File: config.mk
export PLATFORM = sky130hd
export DESIGN_NAME = bus_data_router
export DESIGN_NICKNAME = d
export VERILOG_FILES = /design/src/rtl/mem_bus_pkg.sv /design/src/rtl/bus_data_router.sv
export SDC_FILE = /design/constraint.sdc
export NUM_CORES = 1
export LEC_CHECK = 0
export ABC_AREA = 1
export BUFFER_PORTS_ARGS = -buffer_cell sky130_fd_sc_hd__buf_2
export CAP_MARGIN = 30
export CORE_AREA = 2 2 196 198
export DETAILED_ROUTE_END_ITERATION = 10
export DIE_AREA = 0 0 198 200
export REMOVE_ABC_BUFFERS = 1
export SLEW_MARGIN = 5
export SYNTH_ARGS = -nofsm -noshare
export SYNTH_HDL_FRONTEND = slang
export SYNTH_SLANG_ARGS = --single-unit
export TNS_END_PERCENT = 50
File: constraint.sdc
create_clock -name vclk -period 2.7
set_clock_uncertainty 0.05 [all_clocks]
set_input_delay 0.405 -clock vclk [all_inputs]
set_output_delay 0.405 -clock vclk [all_outputs]
set_load 0.02 [all_outputs]
File: src/rtl/mem_bus_pkg.sv
package mem_bus_pkg;

  // system size
  localparam int CORES = 2;
  localparam int RAM_WORDS = 256;
  // busy cycles before the access cycle
  localparam int RAM_LAT = 2;
  // ram row index width, row sits just above the byte offset
  localparam int ROW_W = $clog2(RAM_WORDS);
  localparam int LAT_W = $clog2(RAM_LAT + 1);

  typedef logic [31:0] word_t;
  // byte address, bits ROW_W+1:2 pick the ram row
  typedef logic [31:0] addr_t;
  typedef logic [$clog2(CORES)-1:0] core_id_t;
  typedef logic [ROW_W-1:0] row_t;
  typedef logic [LAT_W-1:0] lat_cnt_t;

  typedef enum logic [1:0] {FREE, BUSY, ACCESS} ram_state_t;

  // controller states, X variants take the line exclusive
  typedef enum logic [3:0] {
    IDLE, IMEM, CACWB, PRRD, PRWR,
    BUSRD1, BUSRD2, BUSWB1, BUSWB2,
    BUSRDX1, BUSRDX2, BUSWBX1, BUSWBX2
  } mc_state_t;

  // data path currently set up by the controller
  typedef enum logic [2:0] {
    R_NONE, R_RAM_I, R_RAM_D, R_PEER_D_RAM, R_PEER_D, R_D_RAM
  } route_t;

  // one cache toward the bus
  typedef struct packed {
    logic  iren;
    logic  dren;
    logic  dwen;
    logic  ccwrite;
    addr_t iaddr;
    addr_t daddr;
    word_t dstore;
  } cache_req_t;

  // bus back toward one cache
  typedef struct packed {
    logic  iwait;
    logic  dwait;
    word_t iload;
    word_t dload;
    logic  ccwait;
    logic  ccinv;
    addr_t ccsnoopaddr;
  } cache_rsp_t;

  typedef struct packed {
    logic  ren;
    logic  wen;
    addr_t addr;
    word_t store;
  } ram_req_t;

  typedef struct packed {
    word_t      load;
    ram_state_t state;
  } ram_rsp_t;

  // controller to router
  typedef struct packed {
    route_t route;
    // owner's current word finishes this cycle
    logic   word_done;
    // one cycle pulse to the peer
    logic   invalidate;
    // peer is being snooped or is sourcing data
    logic   snoop;
  } bus_ctrl_t;

  // any request level raised by a cache
  function automatic logic req_any(cache_req_t r);
    return r.iren | r.dren | r.dwen | r.ccwrite;
  endfunction

endpackage

File: src/rtl/bus_data_router.sv
`timescale 1ns/100ps

module bus_data_router (
  input  mem_bus_pkg::cache_req_t [mem_bus_pkg::CORES-1:0] req,
  input  mem_bus_pkg::core_id_t                           owner,
  input  mem_bus_pkg::bus_ctrl_t                          ctrl,
  input  mem_bus_pkg::ram_rsp_t                           ram_rsp,
  output mem_bus_pkg::ram_req_t                           ram_req,
  output mem_bus_pkg::cache_rsp_t [mem_bus_pkg::CORES-1:0] rsp
);

  mem_bus_pkg::core_id_t peer;
  mem_bus_pkg::word_t ram_data;
  mem_bus_pkg::word_t peer_data;

  assign peer = ~owner;
  // ram load only counts in the access cycle
  assign ram_data = (ram_rsp.state == mem_bus_pkg::ACCESS) ? ram_rsp.load : '0;
  assign peer_data = req[peer].dstore;

  always_comb begin
    ram_req = '0;
    // both caches stall by default
    for (int c = 0; c < mem_bus_pkg::CORES; c++) begin
      rsp[c] = '0;
      rsp[c].iwait = 1'b1;
      rsp[c].dwait = 1'b1;
    end

    unique case (ctrl.route)
      // instruction fetch from ram
      mem_bus_pkg::R_RAM_I: begin
        ram_req.ren = 1'b1;
        ram_req.addr = req[owner].iaddr;
        rsp[owner].iload = ram_data;
        rsp[owner].iwait = !ctrl.word_done;
      end
      // coherent read with a clean or absent peer copy
      mem_bus_pkg::R_RAM_D: begin
        ram_req.ren = 1'b1;
        ram_req.addr = req[owner].daddr;
        rsp[owner].dload = ram_data;
        rsp[owner].dwait = !ctrl.word_done;
      end
      // peer supplies the word and ram takes a copy
      mem_bus_pkg::R_PEER_D_RAM: begin
        ram_req.wen = 1'b1;
        ram_req.addr = req[owner].daddr;
        ram_req.store = peer_data;
        rsp[owner].dload = peer_data;
        rsp[owner].dwait = !ctrl.word_done;
      end
      // cache to cache, ram untouched
      mem_bus_pkg::R_PEER_D: begin
        rsp[owner].dload = peer_data;
        rsp[owner].dwait = !ctrl.word_done;
      end
      // owner eviction
      mem_bus_pkg::R_D_RAM: begin
        ram_req.wen = 1'b1;
        ram_req.addr = req[owner].daddr;
        ram_req.store = req[owner].dstore;
        rsp[owner].dwait = !ctrl.word_done;
      end
      default: ram_req = '0;
    endcase

    // snoop side, always aimed at the peer
    rsp[peer].ccwait = ctrl.snoop;
    if (ctrl.snoop) begin
      rsp[peer].ccsnoopaddr = req[owner].daddr;
    end
    rsp[peer].ccinv = ctrl.invalidate;
  end

endmodule

==> results.sh, run 1 <==
export IMPL_rsz0062_at_grt="no"
export IMPL_grt_remaining_overflow=0
export IMPL_tightest_slew_ns=0.505
export IMPL_critPathArrivalTime_ns=1.71
export IMPL_setup_tns_ns=0
export IMPL_nets=1889
export IMPL_grt_max_degree=79
export IMPL_synthDistinctLibCells=17
export IMPL_vias=8565
export IMPL_syn_inst=1207
export IMPL_ir_worst_vdd_v=0.0000725
export IMPL_p_per_area_nw_per_um2=150
export IMPL_die_area_um2=39600
export IMPL_route_detailed_drc=0
export IMPL_die_w_um=198
export IMPL_period_needed_ns=2.16
export IMPL_nClkBuffers=0
export IMPL_max_cap_violations=0
export IMPL_yosysSeqAreaShare=0
export IMPL_end_kind="output port"
export IMPL_drt_iter0_drc=564
export IMPL_hold_viol_final=0
export IMPL_post_cts_buffers=0
export IMPL_pre_cts_slack_ns=0.520
export IMPL_multi_input_area_um2=3880
export IMPL_first_global_vias=7227
export IMPL_drt_total_wl_um=27900
export IMPL_synth_largest_area_cell="nand2_1"
export IMPL_max_slew_margin_rel=0.663
export IMPL_cts_resized_gates=0
export IMPL_areaGrowthSynthToFinish_pct=61.9
export IMPL_place_hpwl_um=22800
export IMPL_regArea_um2=0
export IMPL_io_pins=507
export IMPL_startpoint="ctrl[4]"
export IMPL_hold_path_class="primary input to output port"
export IMPL_coreArea_um2=37400
export IMPL_placedCellCount=2157
export IMPL_drive_gt1_frac=0.325
export IMPL_wl_per_cell_um=12.9
export IMPL_seq_cell_count=0
export IMPL_cp_max_fo=45
export IMPL_slew_violations=0
export IMPL_fmax_mhz=462
export IMPL_outcome="complete, no violations"
export IMPL_fin_crit_sh=0.802
export IMPL_drtPass1Iterations=5
export IMPL_fin_cells=2159
export IMPL_grtUsageTotal=0.125
export IMPL_holdCritStartpoint="ctrl[1]"
export IMPL_synth_top_area_frac=0.425
export IMPL_antenna_left=0
export IMPL_antenna_found_initial=4
export IMPL_finalWeightedCongestion=0.865
export IMPL_cp_start_kind="primary input"
export IMPL_crit_required_ns=2.25
export IMPL_std_cell_rows=71
export IMPL_criticalPathCategory="primary input to output port"
export IMPL_die_h_um=200
export IMPL_yosys_warnings=0
export IMPL_floorplan_initialDensity=0.132
export IMPL_p_leak_uw=0.00553
export IMPL_setup_ws_ns=0.536
export IMPL_netlist_area_um2=4930
export IMPL_vias_per_cell=3.97
export IMPL_setup_viol=0
export IMPL_fillers=4532
export IMPL_avgSynthCellArea_um2=4.08
export IMPL_portBuffers=499
export IMPL_yosys_top_cells_area="nand2_1 (43%), nor2_1 (16%), inv_1 (12%)"
export IMPL_grt_pass1_wl_um=40200
export IMPL_cts_hold_fix_buffers=0
[report_power, final]
| part | internal [uW] | switching [uW] |
|---|---|---|
| Sequential | 0 | 0 |
| Combinational | 412 | 781 |
| Clock | 0.0000307 | 0 |
[critical path: stages]
cell and delay, ns:
buf_2 0.12, inv_1 0.08, nand2_1 0.10, o21ai_4 0.14, buf_4 0.41, nand2_1 0.10, nand2_1 0.13, buf_2 0.18
[area by class of cell]
class / instances / area share
timing repair buffer: 528 / 0.357
multi-input combinational: 957 / 0.486
inverter: 161 / 0.0764
antenna: 2 / 0.000627
tap: 511 / 0.0801
[cells in the mapped netlist (all sizes together)]
cell,n
a21oi,27
and2,12
buf,66
clkbuf,23
inv,161
nand2,558
nand3,73
nor2,205
nor3,12
o21ai,70
[cells by family (layout without fill, tap and decap cells)]
| logic type | Yosys count | after routing | synth area share |
|---|---|---|---|
| compound gates | 97 | 97 | 0.101 |
| simple gates | 860 | 860 | 0.684 |
| other cells | 0 | 2 | 0 |
| buf+inv | 250 | 689 | 0.215 |
[layer usage]
metal | part of all wire | routed length (um) | global-route usage | vias up
met3 | 0.067 | 1860 | 0.0192 | 34
met5 | 0.0015 | 41 | 0 | -
met4 | 0.017 | 479 | 0.0248 | 6
met1 | 0.43 | 12000 | 0.169 | 3750
li1 | - | - | - | 4447
met2 | 0.48 | 13500 | 0.212 | 328
[final timing paths]
kind | endpoint | slack (ns) | cells past startpoint
max | rsp[35] | 0.54 | 8
min | rsp[32] | 1.08 | 4
[per-stage QoR]
stage / cell area, um^2 / utilization / hold WS (ns) / power [uW]
floorplan: 4470 / - / 0.840 / 615
global placement: 7970 / 0.213 / 1.09 / 1190
detailed placement: 7970 / 0.213 / 1.08 / 1190
CTS: 7970 / 0.213 / 1.08 / 1200
global route: 7980 / 0.213 / 1.10 / 1330
finish: 7980 / 0.213 / 1.08 / 1190
[cells in the final DEF (no fill, tap or decap)]
cell type	instances
clkbuf_8	1
inv_6	1
buf_12	10
inv_2	2
nor2_1	204
and2_1	12
nand2_1	557
nand3_1	72
buf_2	498
nand3_2	1
o21ai_1	9
o21ai_0	60
inv_1	158
nor2_4	1
diode_2	2
a21oi_1	27
nand2_2	1
buf_4	19
nor3_1	12
o21ai_4	1
(Power assumes the default switching activity.)
==> inputs of run 2 (changes only) <==
--- a/config.mk
+++ b/config.mk
@@ -5,12 +5,12 @@
 export SDC_FILE = /design/constraint.sdc
 export NUM_CORES = 1
 export LEC_CHECK = 0
-export ABC_AREA = 1
+export ABC_AREA = 0
 export BUFFER_PORTS_ARGS = -buffer_cell sky130_fd_sc_hd__buf_2
 export CAP_MARGIN = 30
-export CORE_AREA = 2 2 196 198
+export CORE_AREA = 2 2 198 200
 export DETAILED_ROUTE_END_ITERATION = 10
-export DIE_AREA = 0 0 198 200
+export DIE_AREA = 0 0 200 202
 export REMOVE_ABC_BUFFERS = 1
 export SLEW_MARGIN = 5
 export SYNTH_ARGS = -nofsm -noshare
==> constraint.sdc (replaced) <==
create_clock -name vclk -period 1.9
set_clock_uncertainty 0.05 [all_clocks]
set_input_delay 0.285 -clock vclk [all_inputs]
set_output_delay 0.285 -clock vclk [all_outputs]
set_load 0.02 [all_outputs]
==> results.sh, run 2 <==
export IMPL_switchingPower_uw=1150
export IMPL_drtPass1Iterations=5
export IMPL_coreArea_um2=38300
export IMPL_critPathArrivalTime_ns=1.65
export IMPL_max_cap_violations=0
export IMPL_fmax_mhz=505
export IMPL_yosys_top_cells_area="mux2i_1 (33%), o22ai_1 (12%), and2_1 (11%)"
export IMPL_synth_most_common_cell="mux2i_1"
export IMPL_pre_cts_slack_ns=-0.233
export IMPL_seq_cell_count=0
export IMPL_yosys_warnings=0
export IMPL_finalWeightedCongestion=0.913
export IMPL_setup_viol=83
export IMPL_cp_start_kind="primary input"
export IMPL_p_leak_uw=0.00464
export IMPL_drt_total_wl_um=34700
export IMPL_synth_common_cells="mux2i_1 (128), o22ai_1 (76), and2_1 (68)"
export IMPL_first_global_vias=6744
export IMPL_regArea_um2=0
export IMPL_antenna_left=0
export IMPL_hold_viol_final=0
export IMPL_drt_iter0_drc=377
export IMPL_hold_ws_ns=0.863
export IMPL_drive_gt1_frac=0.628
export IMPL_synthDistinctLibCells=26
export IMPL_nClkBuffers=0
export IMPL_synth_top_area_frac=0.326
export IMPL_fin_crit_sh=1.04
export IMPL_die_w_um=200
export IMPL_crit_required_ns=1.56
export IMPL_floorplan_initialDensity=0.103
export IMPL_power_frac_seq=0
export IMPL_place_area_um2=7450
export IMPL_violations="negative setup slack"
export IMPL_route_detailed_drc=0
export IMPL_final_common_cell="buf_2"
export IMPL_crit_slowest_cell="nand3b_1"
export IMPL_max_slew_margin_rel=0.782
export IMPL_cp_max_fo=6
export IMPL_swShare=0.566
export IMPL_nets=1324
export IMPL_std_cell_rows=72
export IMPL_rsz0062_at_grt="yes"
export IMPL_synth_largest_area_cell="mux2i_1"
export IMPL_setup_ws_ns=-0.0809
export IMPL_power_internal_uw=880
export IMPL_comb_power_share=1.000
export IMPL_cts_hold_fix_buffers=0
export IMPL_slowest_delay_ns=0.21
export IMPL_tightest_slew_ns=0.326
export IMPL_end_kind="output port"
export IMPL_netlist_area_um2=3930
export IMPL_hold_path_class="primary input to output port"
export IMPL_die_h_um=202
export IMPL_fin_util=0.232
export IMPL_io_pins=507
export IMPL_criticalPathCategory="primary input to output port"
export IMPL_grtUsageTotal=0.141
export IMPL_die_area_um2=40400
export IMPL_ir_worst_vdd_v=0.0000992
export IMPL_wl_per_cell_um=21.7
export IMPL_vias_per_cell=4.50
export IMPL_avgSynthCellArea_um2=6.73
export IMPL_areaGrowthSynthToFinish_pct=126
export IMPL_grt_max_degree=41
export IMPL_p_per_area_nw_per_um2=228
export IMPL_period_needed_ns=1.98
export IMPL_grt_remaining_overflow=0
export IMPL_place_hpwl_um=25000
export IMPL_clkPwrFrac=0
export IMPL_antenna_found_initial=8
export IMPL_outcome="finished, violations left"
export IMPL_vias=7218
export IMPL_portBuffers=499
export IMPL_finalPower_uw=2030
export IMPL_slew_violations=0
export IMPL_crit_top_cell="buf_6"
export IMPL_mostFrequentLayoutCells="buf_2 (375), mux2i_1 (128), buf_6 (99)"
export IMPL_yosysSeqAreaShare=0
export IMPL_grt_pass1_wl_um=42300
export IMPL_crit_chain="buf_8, buf_6, buf_6, nand3b_1, a21oi_4, buf_12, clkbuf_16, a32o_1, buf_6"
export IMPL_syn_inst=584
export IMPL_fin_area_um2=8890
==> run 2: cell count changes in the layout (fill, tap and decap cells not counted), sizes merged, moves of 40 or more <==
cell | before | now
buf | 527 | 567
nand3 | 73 | 1
and2 | 12 | 68
nand2 | 558 | 66
nor2 | 205 | 65
o22ai | 0 | 96
inv | 161 | 1
mux2i | 0 | 128
o21ai | 70 | 0
==> run 2: through the flow <==
| stage | setup TNS (ns) | std cells |
|---|---|---|
| final | -2.65 | 1603 |
| after global routing | -7.08 | 1602 |
| after CTS | -2.08 | 1591 |
| after detailed placement | -8.49 | 1584 |
| after global placement | -7.66 | 1584 |
| after floorplan | -211.18 | 508 |
==> run 2: worst max-delay path, delay by kind of cell <==
kind | cells | cell delay, ns
buffers and inverters | 6 | 0.77
AO/OA/AOI/OAI | 2 | 0.35
AND/OR/NAND/NOR | 1 | 0.21
==> run 2: cell families (layout without fill, tap and decap cells) <==
kind of cell              count (synthesis)  in the layout  share of synthesized area
AOI/OAI and AO/OA                       131            131                      0.271
xor gates and xnor gates                  1              1                    0.00223
buffers and inverters                    77            574                     0.0889
muxes                                   128            128                      0.326
other                                     0              4                          0
and+or+nand+nor                         247            247                      0.312
==> run 2: per-layer routing <==
| metal | global-route usage | wire length, um | vias up |
|---|---|---|---|
| met3 | 0.0255 | 3040 | 108 |
| met2 | 0.261 | 17100 | 546 |
| li1 | - | - | 3173 |
| met4 | 0.0513 | 1680 | 4 |
| met1 | 0.158 | 12900 | 3387 |
| met5 | 0 | 28 | - |
==> run 2: worst paths after layout <==
check | startpoint | to | depth (start not counted)
worst max-delay path | ctrl[5] | rsp[50] | 9
worst min-delay path | req[105] | rsp[39] | 3
==> run 2: layout make-up <==
class | instances | area (um^2)
multi-input cells | 507 | 4010
fillers | 4179 | 29400
well taps | 518 | 648
repair buffers | 573 | 4230
inverters | 1 | 3.75
diodes | 4 | 10.0
==> run 2: timing repair <==
| action | in CTS | in global routing |
|---|---|---|
| gates cloned | 4 | 6 |
| buffers inserted | 3 | 2 |
| pin swaps | 5 | 29 |
| setup endpoints to repair | 130 | 137 |
| resized for setup | 141 | 198 |
==> run 2: power groups by stage <==
stage               sequential, uW  clock [uW]  combinational, uW
finish                           0    0.000282               2030
floorplan                        0           0                786
CTS                              0           0               1880
global route                     0    0.000211               2150
global placement                 0           0               1730
detailed placement               0           0               1750
==> inputs of run 3 (changes only) <==
--- a/config.mk
+++ b/config.mk
@@ -11,6 +11,7 @@
 export CORE_AREA = 2 2 198 200
 export DETAILED_ROUTE_END_ITERATION = 10
 export DIE_AREA = 0 0 200 202
+export GPL_TIMING_DRIVEN = 1
 export REMOVE_ABC_BUFFERS = 1
 export SLEW_MARGIN = 5
 export SYNTH_ARGS = -nofsm -noshare
==> constraint.sdc (replaced) <==
create_clock -name vclk -period 1.9
set_clock_uncertainty 0.05 [all_clocks]
set_input_delay 0.38 -clock vclk [all_inputs]
set_output_delay 0.38 -clock vclk [all_outputs]
set_load 0.02 [all_outputs]
==> results.sh, run 3 (same netlist as run 2, synthesis figures left out) <==
export IMPL_outcome="finished, violations left"
export IMPL_violations="negative setup slack"
export IMPL_antenna_left=0
export IMPL_floorplan_initialDensity=0.103
export IMPL_vias=7442
export IMPL_routed_wl_met3_um=3030
export IMPL_setup_viol=183
export IMPL_final_common_cell="buf_2"
export IMPL_slew_violations=0
export IMPL_route_detailed_drc=0
export IMPL_hold_viol_final=0
export IMPL_coreArea_um2=38300
export IMPL_cp_max_fo=6
export IMPL_nClkBuffers=0
export IMPL_hold_path_class="primary input to output port"
export IMPL_power_frac_seq=0
export IMPL_comb_power_share=1.000
export IMPL_startpoint="ctrl[5]"
export IMPL_max_cap_violations=0
export IMPL_crit_required_ns=1.47
export IMPL_multi_input_area_um2=4830
export IMPL_drt_met1_wl_um=14200
export IMPL_die_area_um2=40400
export IMPL_die_h_um=202
export IMPL_wl_met2_um=19100
export IMPL_nets=1356
export IMPL_grt_remaining_overflow=0
export IMPL_seq_cell_count=0
export IMPL_clkPwrFrac=0
export IMPL_place_hpwl_um=25300
export IMPL_antenna_found_initial=9
export IMPL_holdPathStages=3
export IMPL_vias_per_cell=4.55
export IMPL_finalWeightedCongestion=0.920
export IMPL_finalPower_uw=2490
export IMPL_criticalPathCategory="primary input to output port"
export IMPL_p_per_area_nw_per_um2=234
export IMPL_max_slew_margin_rel=0.719
export IMPL_hold_path_end="rsp[55]"
export IMPL_power_internal_uw=1140
export IMPL_drt_total_wl_um=38200
export IMPL_p_leak_uw=0.00501
export IMPL_highest_layer="met5"
export IMPL_mostFrequentLayoutCells="buf_2 (302), buf_6 (175), mux2i_1 (110), buf_4 (76), nand2_1 (62)"
export IMPL_drtPass1Iterations=7
export IMPL_fin_util=0.277
export IMPL_wl_per_cell_um=23.4
export IMPL_portBuffers=499
export IMPL_grt_max_degree=41
export IMPL_io_pins=507
export IMPL_die_w_um=200
export IMPL_fillers=3928
export IMPL_end_kind="output port"
export IMPL_critPathArrivalTime_ns=1.70
export IMPL_switchingPower_uw=1350
export IMPL_grt_pass1_wl_um=45200
export IMPL_ir_worst_vdd_v=0.0000917
export IMPL_grtUsageTotal=0.151
export IMPL_setup_ws_ns=-0.231
export IMPL_fmax_mhz=469
export IMPL_regArea_um2=0
export IMPL_first_global_vias=7056
export IMPL_holdCritStartpoint="req[121]"
export IMPL_tightest_slew_ns=0.421
export IMPL_fin_crit_sh=1.12
export IMPL_swShare=0.542
export IMPL_cp_start_kind="primary input"
export IMPL_areaGrowthSynthToFinish_pct=170
export IMPL_rsz0062_at_grt="yes"
export IMPL_drt_iter0_drc=405
export IMPL_period_needed_ns=2.13
export IMPL_drive_gt1_frac=0.722
export IMPL_std_cell_rows=72
run 3: changes by cell type in the layout (fill, tap and decap cells not counted), moves of 9 or more:
| cell | delta |
|---|---|
| and2_1 | -9 |
| and2_4 | +9 |
| buf_2 | -73 |
| buf_4 | +11 |
| buf_6 | +76 |
| mux2i_1 | -18 |
| mux2i_2 | +16 |
| nor2_1 | -29 |
| nor2_2 | -15 |
| nor2_4 | +44 |
| o22ai_1 | -38 |
| o22ai_2 | +18 |
| o22ai_4 | +20 |
run 3: worst max-delay path by stage:
stage                     slack, ns       end  cells after the start
after floorplan               -1.76  rsp[139]                      3
after global placement        -0.29  rsp[150]                      6
after detailed placement      -0.31  rsp[150]                      6
after CTS                     -0.22  rsp[158]                      6
after global routing          -0.26  rsp[140]                      6
final                         -0.23  rsp[140]                      6
run 3: layer usage:
metal / vias to the layer above / track usage
met5: - / 0
met4: 6 / 0.0593
met3: 108 / 0.0285
met2: 533 / 0.277
met1: 3556 / 0.171
li1: 3239 / -
run 3: through the flow:
step	instances	worst slack, ns	instance area [um^2]	TNS [ns]	hold slack [ns]
2_1_floorplan	508	-1.76	3580	-248.27	0.788
3_3_place_gp	1592	-0.291	7500	-36.64	1.05
3_5_place_dp	1592	-0.307	7500	-41.17	1.04
4_1_cts	1608	-0.217	8950	-26.31	1.04
5_1_grt	1635	-0.262	10600	-32.03	1.08
6_report	1636	-0.231	10600	-24.17	1.07
run 3: cell type report:
cell class / instances / share of cell area
tap: 518 / 0.0610
timing repair buffer: 605 / 0.483
antenna: 5 / 0.00118
multi-input combinational: 507 / 0.455
inverter: 1 / 0.000353
run 3: repair_timing:
action                     in CTS  in global routing
setup buffers                  10                 17
cloned                          6                  9
setup endpoints to repair     190                203
resized for setup             347                333
hold endpoints to repair        0                  0
hold buffers                    0                  0
pin swaps                      39                 50
run 3: critical path, stage by stage:
cell and delay [ns]:
buf_8 0.10, nand2b_4 0.13, or3b_4 0.51, clkbuf_16 0.24
o22ai_4 0.18, buf_6 0.14
run 3: power groups by stage:
stage                     clock (uW)  combinational (uW)  sequential, uW
after floorplan                    0                 786               0
after global placement             0                1740               0
after detailed placement           0                1760               0
after CTS                          0                2000               0
after global routing        0.000282                2600               0
final                       0.000352                2490               0
