`config.mk`:
```
export PLATFORM = sky130hd
export DESIGN_NAME = coherence_fsm
export DESIGN_NICKNAME = d
export VERILOG_FILES = /design/src/rtl/mem_bus_pkg.sv /design/src/rtl/coherence_fsm.sv
export SDC_FILE = /design/constraint.sdc
export NUM_CORES = 1
export LEC_CHECK = 0
export ABC_CLOCK_PERIOD_IN_PS = 5300
export BUFFER_PORTS_ARGS = -buffer_cell sky130_fd_sc_hd__buf_2
export CAP_MARGIN = 0
export CORE_AREA = 2 2 94 96
export DETAILED_ROUTE_END_ITERATION = 10
export DIE_AREA = 0 0 96 98
export GPL_TIMING_DRIVEN = 0
export MAX_ROUTING_LAYER = met4
export PLACE_DENSITY = 0.49
export SYNTH_ARGS = -nofsm -noshare
export SYNTH_HDL_FRONTEND = slang
export SYNTH_SLANG_ARGS = --single-unit
```
`constraint.sdc`:
```
create_clock -name CLK -period 5.3 [get_ports CLK]
set_clock_uncertainty 0.15 [all_clocks]
set_input_delay 0.795 -clock CLK [delete_from_list [all_inputs] [get_ports CLK]]
set_output_delay 0.795 -clock CLK [all_outputs]
set_load 0.01 [all_outputs]
```
`src/rtl/mem_bus_pkg.sv`:
```
package mem_bus_pkg;

  // system size
  localparam int CORES = 2;
  localparam int RAM_WORDS = 256;
  // busy cycles before the access cycle
  localparam int RAM_LAT = 2;
  // ram row index width, row sits just above the byte offset
  localparam int ROW_W = $clog2(RAM_WORDS);
  localparam int LAT_W = $clog2(RAM_LAT + 1);

  typedef logic [31:0] word_t;
  // byte address, bits ROW_W+1:2 pick the ram row
  typedef logic [31:0] addr_t;
  typedef logic [$clog2(CORES)-1:0] core_id_t;
  typedef logic [ROW_W-1:0] row_t;
  typedef logic [LAT_W-1:0] lat_cnt_t;

  typedef enum logic [1:0] {FREE, BUSY, ACCESS} ram_state_t;

  // controller states, X variants take the line exclusive
  typedef enum logic [3:0] {
    IDLE, IMEM, CACWB, PRRD, PRWR,
    BUSRD1, BUSRD2, BUSWB1, BUSWB2,
    BUSRDX1, BUSRDX2, BUSWBX1, BUSWBX2
  } mc_state_t;

  // data path currently set up by the controller
  typedef enum logic [2:0] {
    R_NONE, R_RAM_I, R_RAM_D, R_PEER_D_RAM, R_PEER_D, R_D_RAM
  } route_t;

  // one cache toward the bus
  typedef struct packed {
    logic  iren;
    logic  dren;
    logic  dwen;
    logic  ccwrite;
    addr_t iaddr;
    addr_t daddr;
    word_t dstore;
  } cache_req_t;

  // bus back toward one cache
  typedef struct packed {
    logic  iwait;
    logic  dwait;
    word_t iload;
    word_t dload;
    logic  ccwait;
    logic  ccinv;
    addr_t ccsnoopaddr;
  } cache_rsp_t;

  typedef struct packed {
    logic  ren;
    logic  wen;
    addr_t addr;
    word_t store;
  } ram_req_t;

  typedef struct packed {
    word_t      load;
    ram_state_t state;
  } ram_rsp_t;

  // controller to router
  typedef struct packed {
    route_t route;
    // owner's current word finishes this cycle
    logic   word_done;
    // one cycle pulse to the peer
    logic   invalidate;
    // peer is being snooped or is sourcing data
    logic   snoop;
  } bus_ctrl_t;

  // any request level raised by a cache
  function automatic logic req_any(cache_req_t r);
    return r.iren | r.dren | r.dwen | r.ccwrite;
  endfunction

endpackage

```
`src/rtl/coherence_fsm.sv`:
```
`timescale 1ns/100ps

module coherence_fsm (
  input  logic                                            CLK,
  input  logic                                            nRST,
  input  mem_bus_pkg::cache_req_t [mem_bus_pkg::CORES-1:0] req,
  input  mem_bus_pkg::core_id_t                           owner,
  input  mem_bus_pkg::ram_rsp_t                           ram_rsp,
  output logic                                            switch_ok,
  output mem_bus_pkg::bus_ctrl_t                          ctrl
);

  mem_bus_pkg::mc_state_t state;
  mem_bus_pkg::mc_state_t next_state;
  mem_bus_pkg::cache_req_t own_req;
  mem_bus_pkg::core_id_t peer;
  logic ram_access;
  logic peer_dirty;

  assign peer = ~owner;
  assign own_req = req[owner];
  // peer flags a dirty copy of the snooped line
  assign peer_dirty = req[peer].ccwrite;
  assign ram_access = (ram_rsp.state == mem_bus_pkg::ACCESS);

  // arbiter may only move while nothing starts
  assign switch_ok = (state == mem_bus_pkg::IDLE) && !mem_bus_pkg::req_any(own_req);

  always_ff @(posedge CLK, negedge nRST) begin
    if (!nRST) begin
      state <= mem_bus_pkg::IDLE;
    end else begin
      state <= next_state;
    end
  end

  // next state
  always_comb begin
    next_state = state;
    unique case (state)
      mem_bus_pkg::IDLE: begin
        // data read miss first
        if (own_req.dren && !own_req.ccwrite) begin
          next_state = mem_bus_pkg::PRRD;
        end else if (own_req.dwen && !own_req.ccwrite) begin
          // plain eviction to ram
          next_state = mem_bus_pkg::CACWB;
        end else if (own_req.ccwrite) begin
          // write miss, needs the line exclusive
          next_state = mem_bus_pkg::PRWR;
        end else if (own_req.iren) begin
          next_state = mem_bus_pkg::IMEM;
        end
      end
      // single word transfers
      mem_bus_pkg::IMEM,
      mem_bus_pkg::CACWB: begin
        if (ram_access) begin
          next_state = mem_bus_pkg::IDLE;
        end
      end
      // snoop cycle picks ram or peer as the source
      mem_bus_pkg::PRRD: begin
        next_state = peer_dirty ? mem_bus_pkg::BUSWB1 : mem_bus_pkg::BUSRD1;
      end
      mem_bus_pkg::PRWR: begin
        next_state = peer_dirty ? mem_bus_pkg::BUSWBX1 : mem_bus_pkg::BUSRDX1;
      end
      // ram sourced words wait for access
      mem_bus_pkg::BUSRD1: begin
        if (ram_access) begin
          next_state = mem_bus_pkg::BUSRD2;
        end
      end
      mem_bus_pkg::BUSWB1: begin
        if (ram_access) begin
          next_state = mem_bus_pkg::BUSWB2;
        end
      end
      mem_bus_pkg::BUSRDX1: begin
        if (ram_access) begin
          next_state = mem_bus_pkg::BUSRDX2;
        end
      end
      mem_bus_pkg::BUSRD2,
      mem_bus_pkg::BUSWB2,
      mem_bus_pkg::BUSRDX2: begin
        if (ram_access) begin
          next_state = mem_bus_pkg::IDLE;
        end
      end
      // peer words skip ram, one cycle each
      mem_bus_pkg::BUSWBX1: next_state = mem_bus_pkg::BUSWBX2;
      mem_bus_pkg::BUSWBX2: next_state = mem_bus_pkg::IDLE;
      default: next_state = mem_bus_pkg::IDLE;
    endcase
  end

  // per-state route, word completion and coherence strobes
  always_comb begin
    ctrl = '0;
    ctrl.route = mem_bus_pkg::R_NONE;
    unique case (state)
      mem_bus_pkg::IMEM: begin
        ctrl.route = mem_bus_pkg::R_RAM_I;
        ctrl.word_done = ram_access;
      end
      mem_bus_pkg::CACWB: begin
        ctrl.route = mem_bus_pkg::R_D_RAM;
        ctrl.word_done = ram_access;
      end
      // snoop only, no data moves yet
      mem_bus_pkg::PRRD,
      mem_bus_pkg::PRWR: begin
        ctrl.snoop = 1'b1;
      end
      mem_bus_pkg::BUSRD1,
      mem_bus_pkg::BUSRD2,
      mem_bus_pkg::BUSRDX1: begin
        ctrl.route = mem_bus_pkg::R_RAM_D;
        ctrl.word_done = ram_access;
      end
      mem_bus_pkg::BUSRDX2: begin
        ctrl.route = mem_bus_pkg::R_RAM_D;
        ctrl.word_done = ram_access;
        // kill the peer copy once the line is ours
        ctrl.invalidate = ram_access;
      end
      // dirty peer data also lands in ram
      mem_bus_pkg::BUSWB1,
      mem_bus_pkg::BUSWB2: begin
        ctrl.route = mem_bus_pkg::R_PEER_D_RAM;
        ctrl.word_done = ram_access;
        ctrl.snoop = 1'b1;
      end
      mem_bus_pkg::BUSWBX1: begin
        ctrl.route = mem_bus_pkg::R_PEER_D;
        ctrl.word_done = 1'b1;
        ctrl.snoop = 1'b1;
      end
      mem_bus_pkg::BUSWBX2: begin
        ctrl.route = mem_bus_pkg::R_PEER_D;
        ctrl.word_done = 1'b1;
        ctrl.snoop = 1'b1;
        ctrl.invalidate = 1'b1;
      end
      default: ctrl.route = mem_bus_pkg::R_NONE;
    endcase
  end

  // invalidate only in the last exclusive word of an owner asking for the line
  inv_pulse: assert property (
    @(posedge CLK) disable iff (!nRST)
    ctrl.invalidate |->
      own_req.ccwrite && (state inside {mem_bus_pkg::BUSRDX2, mem_bus_pkg::BUSWBX2})
  ) else $error("invalidate outside the second exclusive word");

  // idle owner with no request keeps the bus idle
  idle_hold: assert property (
    @(posedge CLK) disable iff (!nRST)
    (state == mem_bus_pkg::IDLE) && !mem_bus_pkg::req_any(own_req)
      |=> state == mem_bus_pkg::IDLE
  ) else $error("transaction started without an owner request");

endmodule

```
==> results of run 1 <==
-- through the flow --
stage / setup slack [ps] / total power, uW / utilization
6_report: 2405 / 411.6 / 0.1026
5_1_grt: 2240 / 448.4 / 0.1026
4_1_cts: 2324 / 414.3 / 0.1026
3_5_place_dp: 2327 / 349.2 / 0.09769
3_3_place_gp: 2330 / 349.8 / 0.09769
2_1_floorplan: 2645 / 274.3 / -
-- power by group through the flow --
stage          clock network [uW]  registers (uW)  logic, uW
2_1_floorplan                   0            57.2        217
3_3_place_gp                    0            61.0        289
3_5_place_dp                    0            60.6        289
4_1_cts                      64.4            60.5        289
5_1_grt                      67.2            62.4        319
6_report                     62.8            60.6        288
-- kinds of logic (layout without fill, tap and decap cells) --
family / after synthesis / after routing / share of synthesized area
mux: 2 / 2 / 0.03327
flops: 4 / 4 / 0.1663
compound gates: 30 / 30 / 0.4158
simple gates: 25 / 25 / 0.2911
buf+inv: 10 / 31 / 0.09353
-- layout make-up --
cell class                 count  area, sq um
tap                          108        135.1
buffer                         6        41.29
sequential                     4        100.1
inverter                       4        15.01
clock buffer                   3        41.29
fill                         965         7597
timing repair buffer          18        90.09
multi-input combinational     57        445.4
-- how the worst max path moves through the flow --
stage | endpoint | cells past startpoint
after global placement | ctrl[2] | 6
after CTS | ctrl[2] | 6
after floorplan | ctrl[2] | 4
after detailed placement | ctrl[2] | 6
final | ctrl[2] | 6
after global routing | ctrl[2] | 6
-- critical path, stage by stage --
cell                       delay [ps]
sky130_fd_sc_hd__buf_2            100
sky130_fd_sc_hd__nor2b_1          430
sky130_fd_sc_hd__o22a_1           190
sky130_fd_sc_hd__o22ai_1           70
sky130_fd_sc_hd__a211oi_1         200
sky130_fd_sc_hd__buf_2            170
-- routing by layer --
metal / routed length [microns] / global-route usage / up-vias
met2: 735 / 0.05128 / 27
met3: 111 / 0.006173 / 4
met1: 1009 / 0.06636 / 290
met5: 0 / - / -
met4: 53 / 0.02637 / 0
li1: - / - / 322
-- cell usage in the layout (no fill, tap or decap), types with 2 or more instances in the layout --
cell	synthesis	routed
sky130_fd_sc_hd__o21ai_0	3	3
sky130_fd_sc_hd__a32oi_1	2	2
sky130_fd_sc_hd__nor3_1	2	2
sky130_fd_sc_hd__inv_1	4	4
sky130_fd_sc_hd__mux2i_1	2	2
sky130_fd_sc_hd__nand2b_1	2	2
sky130_fd_sc_hd__o22ai_1	5	5
sky130_fd_sc_hd__nor2b_1	2	2
sky130_fd_sc_hd__a21oi_1	5	5
sky130_fd_sc_hd__buf_2	3	21
sky130_fd_sc_hd__buf_6	2	2
sky130_fd_sc_hd__clkbuf_8	0	3
sky130_fd_sc_hd__nand2_1	3	3
sky130_fd_sc_hd__nor2_1	6	6
sky130_fd_sc_hd__dfrtp_1	4	4
==> run_summary.xml, run 1 <==
<?xml version="1.0" encoding="UTF-8"?>
<metrics>
  <group name="run_status">
    <metric name="outcome" unit="">finished clean</metric>
  </group>
  <group name="synth">
    <metric name="synth-edff-count" unit="">0</metric>
    <metric name="post_synth.cell_area_avg" unit="sq um">8.476</metric>
    <metric name="synth_most_common_cell" unit="">sky130_fd_sc_hd__nor2_1</metric>
    <metric name="synth-seq-cells" unit="">4</metric>
    <metric name="yosys-top-cells-area" unit="">sky130_fd_sc_hd__dfrtp_1, sky130_fd_sc_hd__o22ai_1, sky130_fd_sc_hd__a2111oi_4</metric>
    <metric name="synth_fp_nets" unit="">308</metric>
    <metric name="synth_top_area_cell" unit="">sky130_fd_sc_hd__dfrtp_1</metric>
    <metric name="gate_count_of_the_mapped_netlist" unit="">71</metric>
    <metric name="synth-async-reset-ratio" unit="">1.000</metric>
    <metric name="yosys.cell_types.count" unit="">40</metric>
    <metric name="netlist_top_cells_count" unit="">sky130_fd_sc_hd__nor2_1, sky130_fd_sc_hd__a21oi_1, sky130_fd_sc_hd__o22ai_1</metric>
    <metric name="netlist_area" unit="sq um">601.8</metric>
    <metric name="yosys_most_used_dff" unit="">sky130_fd_sc_hd__dfrtp_1</metric>
    <metric name="seq_area_frac_synth" unit="">0.1663</metric>
    <metric name="yosysWarnings" unit="">0</metric>
    <metric name="post-synth-top-area-fraction" unit="">0.1663</metric>
  </group>
  <group name="global_routing">
    <metric name="grt_overflow_total" unit="">0</metric>
    <metric name="grt_pass1_wl" unit="microns">2932</metric>
    <metric name="globalRouteTotalUtil" unit="">0.04342</metric>
    <metric name="largest_net_degree_at_the_start_of_global_routing" unit="">11</metric>
    <metric name="number_of_global_route_vias_before_repair" unit="">581</metric>
    <metric name="antenna_violations_before_repair" unit="">0</metric>
  </group>
  <group name="timing">
    <metric name="maxClockFrequency" unit="MHz">345.5</metric>
    <metric name="grt_setup_unrepaired" unit="">false</metric>
    <metric name="max-slew-margin-rel" unit="">0.6404</metric>
    <metric name="setup_violations" unit="">0</metric>
    <metric name="period_share" unit="">0.5462</metric>
    <metric name="fin_crit" unit="ps">2895</metric>
    <metric name="fin_tns_setup" unit="ps">0</metric>
    <metric name="fin_hold_ws" unit="ps">226.7</metric>
    <metric name="maxSlewViolCount" unit="">0</metric>
    <metric name="finalHoldViolCount" unit="">0</metric>
    <metric name="worst_pin_slew" unit="ps">538.3</metric>
  </group>
  <group name="power">
    <metric name="cellPowerDensity" unit="nW/um^2">474.1</metric>
    <metric name="clock_power_share" unit="">0.152</metric>
    <metric name="power.share.combinational" unit="">0.700</metric>
    <metric name="ir_worst_vdd" unit="V">0.00009882</metric>
    <metric name="leakagePower" unit="uW">0.0003393</metric>
    <metric name="netSwitchingFraction" unit="">0.4707</metric>
    <metric name="switchingPower" unit="uW">193.7</metric>
    <metric name="p_int" unit="uW">217.9</metric>
    <metric name="sequentialPowerShare" unit="">0.147</metric>
  </group>
  <group name="floorplan">
    <metric name="initial_core_util" unit="">0.07109</metric>
    <metric name="io_pins" unit="">244</metric>
    <metric name="floorplan.core_area" unit="sq um">8466</metric>
    <metric name="placementRows" unit="">34</metric>
    <metric name="dieArea" unit="sq um">9408</metric>
    <metric name="floorplan.die.height" unit="microns">98</metric>
    <metric name="die_width" unit="microns">96</metric>
  </group>
  <group name="place">
    <metric name="place_inst" unit="">197</metric>
    <metric name="place.port_buffers" unit="">18</metric>
    <metric name="dpl.hpwl" unit="microns">1620</metric>
    <metric name="place_congestion" unit="">0.8031</metric>
    <metric name="placed_cell_area" unit="sq um">827.0</metric>
  </group>
  <group name="drt">
    <metric name="detail_route.iter0.violations" unit="">32</metric>
    <metric name="vias" unit="">643</metric>
    <metric name="postRouteAntennaNets" unit="">0</metric>
    <metric name="remaining_drc_errors" unit="">0</metric>
    <metric name="vias_per_cell" unit="">3.215</metric>
    <metric name="length_of_the_first_detailed_routing_pass_in_iterations" unit="">4</metric>
    <metric name="detail_route.wl_per_cell" unit="microns">9.555</metric>
    <metric name="drt_wl_total" unit="microns">1911</metric>
  </group>
  <group name="cts">
    <metric name="max-clock-path-buffers" unit="">2</metric>
    <metric name="post_cts.resized_instances" unit="">0</metric>
    <metric name="total_cts_buffers" unit="">3</metric>
    <metric name="cts_root_buf" unit="">sky130_fd_sc_hd__clkbuf_8</metric>
    <metric name="cts_hold_repair.buffers" unit="">0</metric>
    <metric name="post-cts-setup-buffer-count" unit="">0</metric>
    <metric name="clkTransAtPathRegs" unit="ps">30</metric>
    <metric name="insertion_delay" unit="ps">220</metric>
    <metric name="number_of_h_tree_levels" unit="">1</metric>
    <metric name="tritoncts" unit="">done</metric>
    <metric name="clock_sinks" unit="">4</metric>
  </group>
  <group name="setup_path">
    <metric name="startpoint_type" unit="">primary input</metric>
    <metric name="cp_required" unit="ps">4360</metric>
    <metric name="regToRegEndpoint" unit="">state[3]</metric>
    <metric name="maximum_net_fanout_on_the_critical_path" unit="">6</metric>
    <metric name="worst_setup_path_startpoint" unit="">ram_rsp[0]</metric>
    <metric name="ff2ff_path_depth" unit="">5</metric>
    <metric name="criticalPathCategory" unit="">primary input to output port</metric>
    <metric name="worst_r2r_startpoint" unit="">state[0]</metric>
    <metric name="r2r_setup_slack" unit="ps">3460</metric>
    <metric name="cp.arrival" unit="ps">1950</metric>
    <metric name="nature_of_the_critical_path_endpoint" unit="">output port</metric>
  </group>
  <group name="finish">
    <metric name="layout-drive-gt1-share" unit="">0.3804</metric>
    <metric name="area_growth_syn_to_layout" unit="%">44.28</metric>
    <metric name="layout.cell_area.non_filler" unit="sq um">868.3</metric>
    <metric name="largest_register_ff_count" unit="">4</metric>
    <metric name="num_antenna_cells" unit="">0</metric>
    <metric name="num-nets-final" unit="">331</metric>
    <metric name="largest_register" unit="">state</metric>
    <metric name="post_layout_nonfiller_instances" unit="">200</metric>
    <metric name="largest_registers" unit="">state: 4 flops</metric>
  </group>
  <group name="min_path">
    <metric name="hold_path_class" unit="">primary input to async pin</metric>
  </group>
  <group name="run">
    <metric name="timing.max_cap.violations" unit="">0</metric>
  </group>
</metrics>
(Power assumes the default switching activity.)
==> run 2, diff against run 1 <==
--- a/config.mk
+++ b/config.mk
@@ -5,7 +5,7 @@
 export SDC_FILE = /design/constraint.sdc
 export NUM_CORES = 1
 export LEC_CHECK = 0
-export ABC_CLOCK_PERIOD_IN_PS = 5300
+export ABC_CLOCK_PERIOD_IN_PS = 2750
 export BUFFER_PORTS_ARGS = -buffer_cell sky130_fd_sc_hd__buf_2
 export CAP_MARGIN = 0
 export CORE_AREA = 2 2 94 96
==> constraint.sdc (replaced) <==
create_clock -name CLK -period 2.75 [get_ports CLK]
set_clock_uncertainty 0.15 [all_clocks]
set_input_delay 0.4125 -clock CLK [delete_from_list [all_inputs] [get_ports CLK]]
set_output_delay 0.4125 -clock CLK [all_outputs]
set_load 0.01 [all_outputs]
==> run_summary.xml, run 2 (synthesis results as in run 1) <==
<?xml version="1.0" encoding="UTF-8"?>
<metrics>
  <group name="setup_path">
    <metric name="r2r_setup_slack" unit="ps">900</metric>
    <metric name="cells_along_the_critical_path" unit="">buf_2 &gt; inv_1 &gt; nor3_1 &gt; a21oi_1 &gt; o22ai_1 &gt; buf_2</metric>
    <metric name="regToRegEndpoint" unit="">state[3]</metric>
    <metric name="criticalPathCategory" unit="">flop to output port</metric>
    <metric name="worst_setup_path_startpoint" unit="">state[1]</metric>
    <metric name="maximum_net_fanout_on_the_critical_path" unit="">10</metric>
    <metric name="critical_path.max_stage_delay" unit="ps">430</metric>
    <metric name="cp_required" unit="ps">2190</metric>
    <metric name="cp_max_delay_cell" unit="">sky130_fd_sc_hd__dfrtp_1</metric>
    <metric name="ff2ff_path_depth" unit="">5</metric>
    <metric name="critical-path-top-cell-by-count" unit="">sky130_fd_sc_hd__buf_2</metric>
    <metric name="worst_r2r_startpoint" unit="">state[0]</metric>
    <metric name="startpoint_type" unit="">flop</metric>
    <metric name="timing.critical_path.to" unit="">ctrl[5]</metric>
    <metric name="cp.arrival" unit="ps">1660</metric>
    <metric name="nature_of_the_critical_path_endpoint" unit="">output port</metric>
  </group>
  <group name="drt">
    <metric name="drt_wl_total" unit="microns">1923</metric>
    <metric name="length_of_the_first_detailed_routing_pass_in_iterations" unit="">4</metric>
    <metric name="postRouteAntennaNets" unit="">0</metric>
    <metric name="vias" unit="">653</metric>
    <metric name="route.met3.wl" unit="microns">82</metric>
    <metric name="detail_route.iter0.violations" unit="">37</metric>
    <metric name="route.top_layer_used" unit="">met4</metric>
    <metric name="total_routed_wire_length_on_the_met1_layer" unit="microns">1050</metric>
    <metric name="vias_per_cell" unit="">3.249</metric>
    <metric name="remaining_drc_errors" unit="">0</metric>
    <metric name="wl_met2" unit="microns">737</metric>
    <metric name="detail_route.wl_per_cell" unit="microns">9.567</metric>
  </group>
  <group name="finish">
    <metric name="final_common_cell" unit="">sky130_fd_sc_hd__buf_2</metric>
    <metric name="layout_common_cells" unit="">sky130_fd_sc_hd__buf_2, sky130_fd_sc_hd__nor2_1, sky130_fd_sc_hd__o22ai_1, sky130_fd_sc_hd__a21oi_1</metric>
    <metric name="largest_register_ff_count" unit="">4</metric>
    <metric name="largest_registers" unit="">state: 4 flops</metric>
    <metric name="num_antenna_cells" unit="">0</metric>
    <metric name="area_growth_syn_to_layout" unit="%">45.95</metric>
    <metric name="layout-drive-gt1-share" unit="">0.3763</metric>
    <metric name="num-nets-final" unit="">332</metric>
    <metric name="largest_register" unit="">state</metric>
    <metric name="utilization" unit="">0.1038</metric>
  </group>
  <group name="cts">
    <metric name="clock_sinks" unit="">4</metric>
    <metric name="number_of_h_tree_levels" unit="">1</metric>
    <metric name="cts_root_buf" unit="">sky130_fd_sc_hd__clkbuf_8</metric>
    <metric name="post-cts-setup-buffer-count" unit="">0</metric>
    <metric name="insertion_delay" unit="ps">220</metric>
    <metric name="tritoncts" unit="">done</metric>
    <metric name="max-clock-path-buffers" unit="">2</metric>
    <metric name="cts_hold_repair.buffers" unit="">1</metric>
    <metric name="total_cts_buffers" unit="">3</metric>
    <metric name="clkTransAtPathRegs" unit="ps">30</metric>
    <metric name="post_cts.resized_instances" unit="">0</metric>
  </group>
  <group name="global_routing">
    <metric name="globalRouteTotalUtil" unit="">0.04342</metric>
    <metric name="number_of_global_route_vias_before_repair" unit="">589</metric>
    <metric name="largest_net_degree_at_the_start_of_global_routing" unit="">11</metric>
    <metric name="grt_overflow_total" unit="">0</metric>
    <metric name="grt_pass1_wl" unit="microns">2939</metric>
    <metric name="antenna_violations_before_repair" unit="">0</metric>
  </group>
  <group name="place">
    <metric name="dpl.hpwl" unit="microns">1620</metric>
    <metric name="place.port_buffers" unit="">18</metric>
    <metric name="place_congestion" unit="">0.8031</metric>
    <metric name="dp_slack" unit="ps">541.6</metric>
  </group>
  <group name="power">
    <metric name="netSwitchingFraction" unit="">0.4710</metric>
    <metric name="switchingPower" unit="uW">374.7</metric>
    <metric name="power.share.combinational" unit="">0.701</metric>
    <metric name="ir_worst_vdd" unit="V">0.0001901</metric>
    <metric name="cellPowerDensity" unit="nW/um^2">905.8</metric>
    <metric name="clock_power_share" unit="">0.152</metric>
    <metric name="leakagePower" unit="uW">0.0003435</metric>
    <metric name="totalPowerFinal" unit="uW">795.6</metric>
    <metric name="sequentialPowerShare" unit="">0.147</metric>
    <metric name="p_int" unit="uW">420.9</metric>
  </group>
  <group name="run_status">
    <metric name="outcome" unit="">finished clean</metric>
  </group>
  <group name="timing">
    <metric name="worst_pin_slew" unit="ps">536.4</metric>
    <metric name="grt_setup_unrepaired" unit="">false</metric>
    <metric name="fin_tns_setup" unit="ps">0</metric>
    <metric name="max-slew-margin-rel" unit="">0.6417</metric>
    <metric name="period_share" unit="">0.8068</metric>
    <metric name="setup_violations" unit="">0</metric>
    <metric name="maxSlewViolCount" unit="">0</metric>
    <metric name="postLayoutSetupSlackWorst" unit="ps">531.4</metric>
    <metric name="fin_crit" unit="ps">2219</metric>
    <metric name="finalHoldViolCount" unit="">0</metric>
    <metric name="maxClockFrequency" unit="MHz">450.7</metric>
  </group>
  <group name="run">
    <metric name="timing.max_cap.violations" unit="">0</metric>
  </group>
  <group name="floorplan">
    <metric name="floorplan.die.height" unit="microns">98</metric>
    <metric name="io_pins" unit="">244</metric>
    <metric name="die_width" unit="microns">96</metric>
    <metric name="floorplan.core_area" unit="sq um">8466</metric>
    <metric name="placementRows" unit="">34</metric>
    <metric name="dieArea" unit="sq um">9408</metric>
    <metric name="initial_core_util" unit="">0.07109</metric>
  </group>
  <group name="min_path">
    <metric name="hold_path_class" unit="">primary input to async pin</metric>
  </group>
</metrics>
-- run 2: cell types whose count changed in the layout (fill, tap and decap cells not counted) --
cell and delta:
sky130_fd_sc_hd__dlygate4sd3_1 +1
-- run 2: worst min path at each step --
stage,from,end,slack [ps],cells after the start
after CTS,nRST,state[0],400,2
after detailed placement,nRST,state[0],70,1
after global placement,nRST,state[0],70,1
final,nRST,state[0],390,2
after global routing,nRST,state[0],410,2
after floorplan,nRST,state[0],-30,0
-- run 2: critical path, delay by kind of cell, from the launching register on --
kind,cells,cell delay [ps]
buf+inv,3,520
compound gates,2,230
flops,1,430
simple gates,1,260
-- run 2: layout make-up --
class,instances,area (sq um)
multi-input cells,57,445.4
repair buffers,19,100.1
fillers,964,7587
flip-flops and latches,4,100.1
plain buffers,6,41.29
inverters,4,15.01
well taps,108,135.1
clock buffers,3,41.29
-- run 2: stage by stage --
step | instances | area (sq um) | hold WS (ps)
floorplan | 71 | 601.8 | -33.09
global placement | 197 | 827.0 | 68.31
detailed placement | 197 | 827.0 | 71.79
CTS | 201 | 878.3 | 401.6
global route | 201 | 878.3 | 410.5
finish | 201 | 878.3 | 385.5
-- run 2: power by group through the flow --
stage / clock (uW) / sequential (uW) / combinational, uW
2_1_floorplan: 0 / 110 / 418
3_3_place_gp: 0 / 118 / 557
3_5_place_dp: 0 / 117 / 556
4_1_cts: 124 / 117 / 559
5_1_grt: 129 / 120 / 616
6_report: 121 / 117 / 558
-- run 2: per-layer routing --
layer  track usage  vias to the layer above
li1              -                      324
met4       0.02637                        0
met1       0.06636                      306
met3      0.006173                        4
met5             -                        -
met2       0.05128                       19
==> run 3, diff against run 2 <==
--- a/config.mk
+++ b/config.mk
@@ -5,7 +5,7 @@
 export SDC_FILE = /design/constraint.sdc
 export NUM_CORES = 1
 export LEC_CHECK = 0
-export ABC_CLOCK_PERIOD_IN_PS = 2750
+export ABC_CLOCK_PERIOD_IN_PS = 2050
 export BUFFER_PORTS_ARGS = -buffer_cell sky130_fd_sc_hd__buf_2
 export CAP_MARGIN = 0
 export CORE_AREA = 2 2 94 96
==> constraint.sdc (replaced) <==
create_clock -name CLK -period 2.05 [get_ports CLK]
set_clock_uncertainty 0.15 [all_clocks]
set_input_delay 0.3075 -clock CLK [delete_from_list [all_inputs] [get_ports CLK]]
set_output_delay 0.3075 -clock CLK [all_outputs]
set_load 0.01 [all_outputs]
==> run_summary.xml, run 3 (synthesis results as in run 1) <==
<?xml version="1.0" encoding="UTF-8"?>
<metrics>
  <group name="global_routing">
    <metric name="globalRouteTotalUtil" unit="">0.04390</metric>
    <metric name="largest_net_degree_at_the_start_of_global_routing" unit="">11</metric>
    <metric name="grt_pass1_wl" unit="microns">2980</metric>
    <metric name="antenna_violations_before_repair" unit="">0</metric>
    <metric name="number_of_global_route_vias_before_repair" unit="">597</metric>
    <metric name="grt_overflow_total" unit="">0</metric>
  </group>
  <group name="power">
    <metric name="cellPowerDensity" unit="nW/um^2">1231</metric>
    <metric name="ir_worst_vdd" unit="V">0.0002725</metric>
    <metric name="totalPowerFinal" unit="uW">1118</metric>
    <metric name="leakagePower" unit="uW">0.0003503</metric>
  </group>
  <group name="drt">
    <metric name="drt_wl_total" unit="microns">1939</metric>
    <metric name="postRouteAntennaNets" unit="">0</metric>
    <metric name="length_of_the_first_detailed_routing_pass_in_iterations" unit="">4</metric>
    <metric name="detail_route.wl_per_cell" unit="microns">9.647</metric>
    <metric name="detail_route.iter0.violations" unit="">44</metric>
    <metric name="remaining_drc_errors" unit="">0</metric>
    <metric name="vias" unit="">637</metric>
    <metric name="vias_per_cell" unit="">3.169</metric>
  </group>
  <group name="finish">
    <metric name="final_common_cell" unit="">sky130_fd_sc_hd__buf_2</metric>
    <metric name="layout-drive-gt1-share" unit="">0.4409</metric>
    <metric name="num_antenna_cells" unit="">0</metric>
    <metric name="num-nets-final" unit="">332</metric>
    <metric name="fillCellCount" unit="">962</metric>
    <metric name="layout_common_cells" unit="">sky130_fd_sc_hd__buf_2, sky130_fd_sc_hd__nor2_1, sky130_fd_sc_hd__o22ai_1, sky130_fd_sc_hd__a21oi_1</metric>
    <metric name="utilization" unit="">0.1073</metric>
    <metric name="largest_register_ff_count" unit="">4</metric>
    <metric name="area_growth_syn_to_layout" unit="%">50.94</metric>
    <metric name="largest_registers" unit="">state: 4 flops</metric>
    <metric name="largest_register" unit="">state</metric>
    <metric name="layout.cell_area.non_filler" unit="sq um">908.4</metric>
  </group>
  <group name="setup_path">
    <metric name="worst_r2r_startpoint" unit="">state[0]</metric>
    <metric name="path_delay_family" unit="">simple AND/OR/NAND/NOR gates</metric>
    <metric name="cells_along_the_critical_path" unit="">buf_6 &gt; nor4_2 &gt; o211a_4 &gt; buf_2</metric>
    <metric name="maximum_net_fanout_on_the_critical_path" unit="">9</metric>
    <metric name="cp_required" unit="ps">1590</metric>
    <metric name="timing.critical_path.to" unit="">switch_ok</metric>
    <metric name="critical_path.max_stage_delay" unit="ps">420</metric>
    <metric name="r2r_setup_slack" unit="ps">210</metric>
    <metric name="worst_setup_path_startpoint" unit="">state[0]</metric>
    <metric name="ff2ff_path_depth" unit="">5</metric>
    <metric name="startpoint_type" unit="">flop</metric>
    <metric name="cp_max_delay_cell" unit="">sky130_fd_sc_hd__nor4_2</metric>
    <metric name="cp.arrival" unit="ps">1530</metric>
    <metric name="cp.depth" unit="">4</metric>
    <metric name="regToRegEndpoint" unit="">state[3]</metric>
    <metric name="nature_of_the_critical_path_endpoint" unit="">output port</metric>
    <metric name="criticalPathCategory" unit="">flop to output port</metric>
    <metric name="critical_path_buf_inv_count" unit="">2</metric>
  </group>
  <group name="cts">
    <metric name="total_cts_buffers" unit="">3</metric>
    <metric name="tritoncts" unit="">done</metric>
    <metric name="insertion_delay" unit="ps">220</metric>
    <metric name="max-clock-path-buffers" unit="">2</metric>
    <metric name="number_of_h_tree_levels" unit="">1</metric>
    <metric name="post-cts-setup-buffer-count" unit="">0</metric>
    <metric name="clkTransAtPathRegs" unit="ps">30</metric>
    <metric name="cts_root_buf" unit="">sky130_fd_sc_hd__clkbuf_8</metric>
    <metric name="clock_sinks" unit="">4</metric>
  </group>
  <group name="timing">
    <metric name="grt_setup_unrepaired" unit="">true</metric>
    <metric name="postLayoutSetupSlackWorst" unit="ps">59.39</metric>
    <metric name="finalHoldViolCount" unit="">0</metric>
    <metric name="fin_crit" unit="ps">1991</metric>
    <metric name="maxClockFrequency" unit="MHz">502.4</metric>
    <metric name="worst_pin_slew" unit="ps">546.0</metric>
    <metric name="max-slew-margin-rel" unit="">0.6353</metric>
    <metric name="setup_violations" unit="">0</metric>
    <metric name="period_share" unit="">0.9710</metric>
    <metric name="maxSlewViolCount" unit="">0</metric>
  </group>
  <group name="place">
    <metric name="dpl.hpwl" unit="microns">1620</metric>
    <metric name="placed_cell_area" unit="sq um">827.0</metric>
    <metric name="dp_slack" unit="ps">51.58</metric>
    <metric name="place_congestion" unit="">0.8031</metric>
    <metric name="place.port_buffers" unit="">18</metric>
  </group>
  <group name="floorplan">
    <metric name="initial_core_util" unit="">0.07109</metric>
    <metric name="placementRows" unit="">34</metric>
    <metric name="io_pins" unit="">244</metric>
    <metric name="die_width" unit="microns">96</metric>
    <metric name="floorplan.core_area" unit="sq um">8466</metric>
    <metric name="dieArea" unit="sq um">9408</metric>
    <metric name="floorplan.die.height" unit="microns">98</metric>
  </group>
  <group name="run">
    <metric name="timing.max_cap.violations" unit="">0</metric>
  </group>
  <group name="min_path">
    <metric name="hold_path_class" unit="">primary input to async pin</metric>
  </group>
  <group name="run_status">
    <metric name="outcome" unit="">finished clean</metric>
  </group>
</metrics>
[run 3: cell counts in the layout (fill, tap and decap cells not counted)]
Identical to the previous run, type by type.
[run 3: final cells by class]
type / instances / area (sq um) / area share
buffer: 6 / 57.56 / 0.06336
sequential: 4 / 102.6 / 0.1129
tap: 108 / 135.1 / 0.1488
multi-input combinational: 57 / 456.7 / 0.5028
clock buffer: 3 / 41.29 / 0.04545
timing repair buffer: 19 / 100.1 / 0.1102
inverter: 4 / 15.01 / 0.01653
[run 3: worst register-to-register path: cells and delay by family, from the launching register on]
kind / cells / cell delay, ps
buffers and inverters: 1 / 140
AO/OA/AOI/OAI: 3 / 640
AND/OR/NAND/NOR: 1 / 420
flip-flops: 1 / 360
[run 3: routing by layer]
metal  vias up  GRT usage  routed length (microns)
li1        322          -                        -
met2        17    0.05182                      748
met1       294    0.06729                     1059
met5         -          -                        0
met4         0    0.02637                       53
met3         4   0.006173                       78
[run 3: per-stage QoR]
stage | std cells | TNS [ps] | hold slack (ps)
floorplan | 71 | 0 | -138.1
global placement | 197 | 0 | -36.69
detailed placement | 197 | 0 | -33.21
CTS | 201 | 0 | 296.5
global route | 201 | -75.57 | 305.3
finish | 201 | 0 | 280.2
[run 3: worst min path at each step]
| stage | cells after the start | slack [ps] | endpoint |
|---|---|---|---|
| detailed placement | 1 | -30 | state[0] |
| finish | 2 | 280 | state[0] |
| CTS | 2 | 300 | state[0] |
| global route | 2 | 310 | state[0] |
| floorplan | 0 | -140 | state[0] |
| global placement | 1 | -40 | state[0] |
[run 3: timing repair]
action | 4_1_cts | 5_1_grt
cloned | 0 | 0
resized for setup | 5 | 7
hold buffers | 1 | 0
endpoints found under the hold margin | 4 | 0
setup endpoints to repair | 3 | 5
[run 3: power by group]
part | internal, uW | switching (uW) | total [uW]
Clock | 125 | 37.7 | 163
Combinational | 359 | 433 | 791
Sequential | 116 | 48.1 | 164
Total | 600 | 518 | 1120
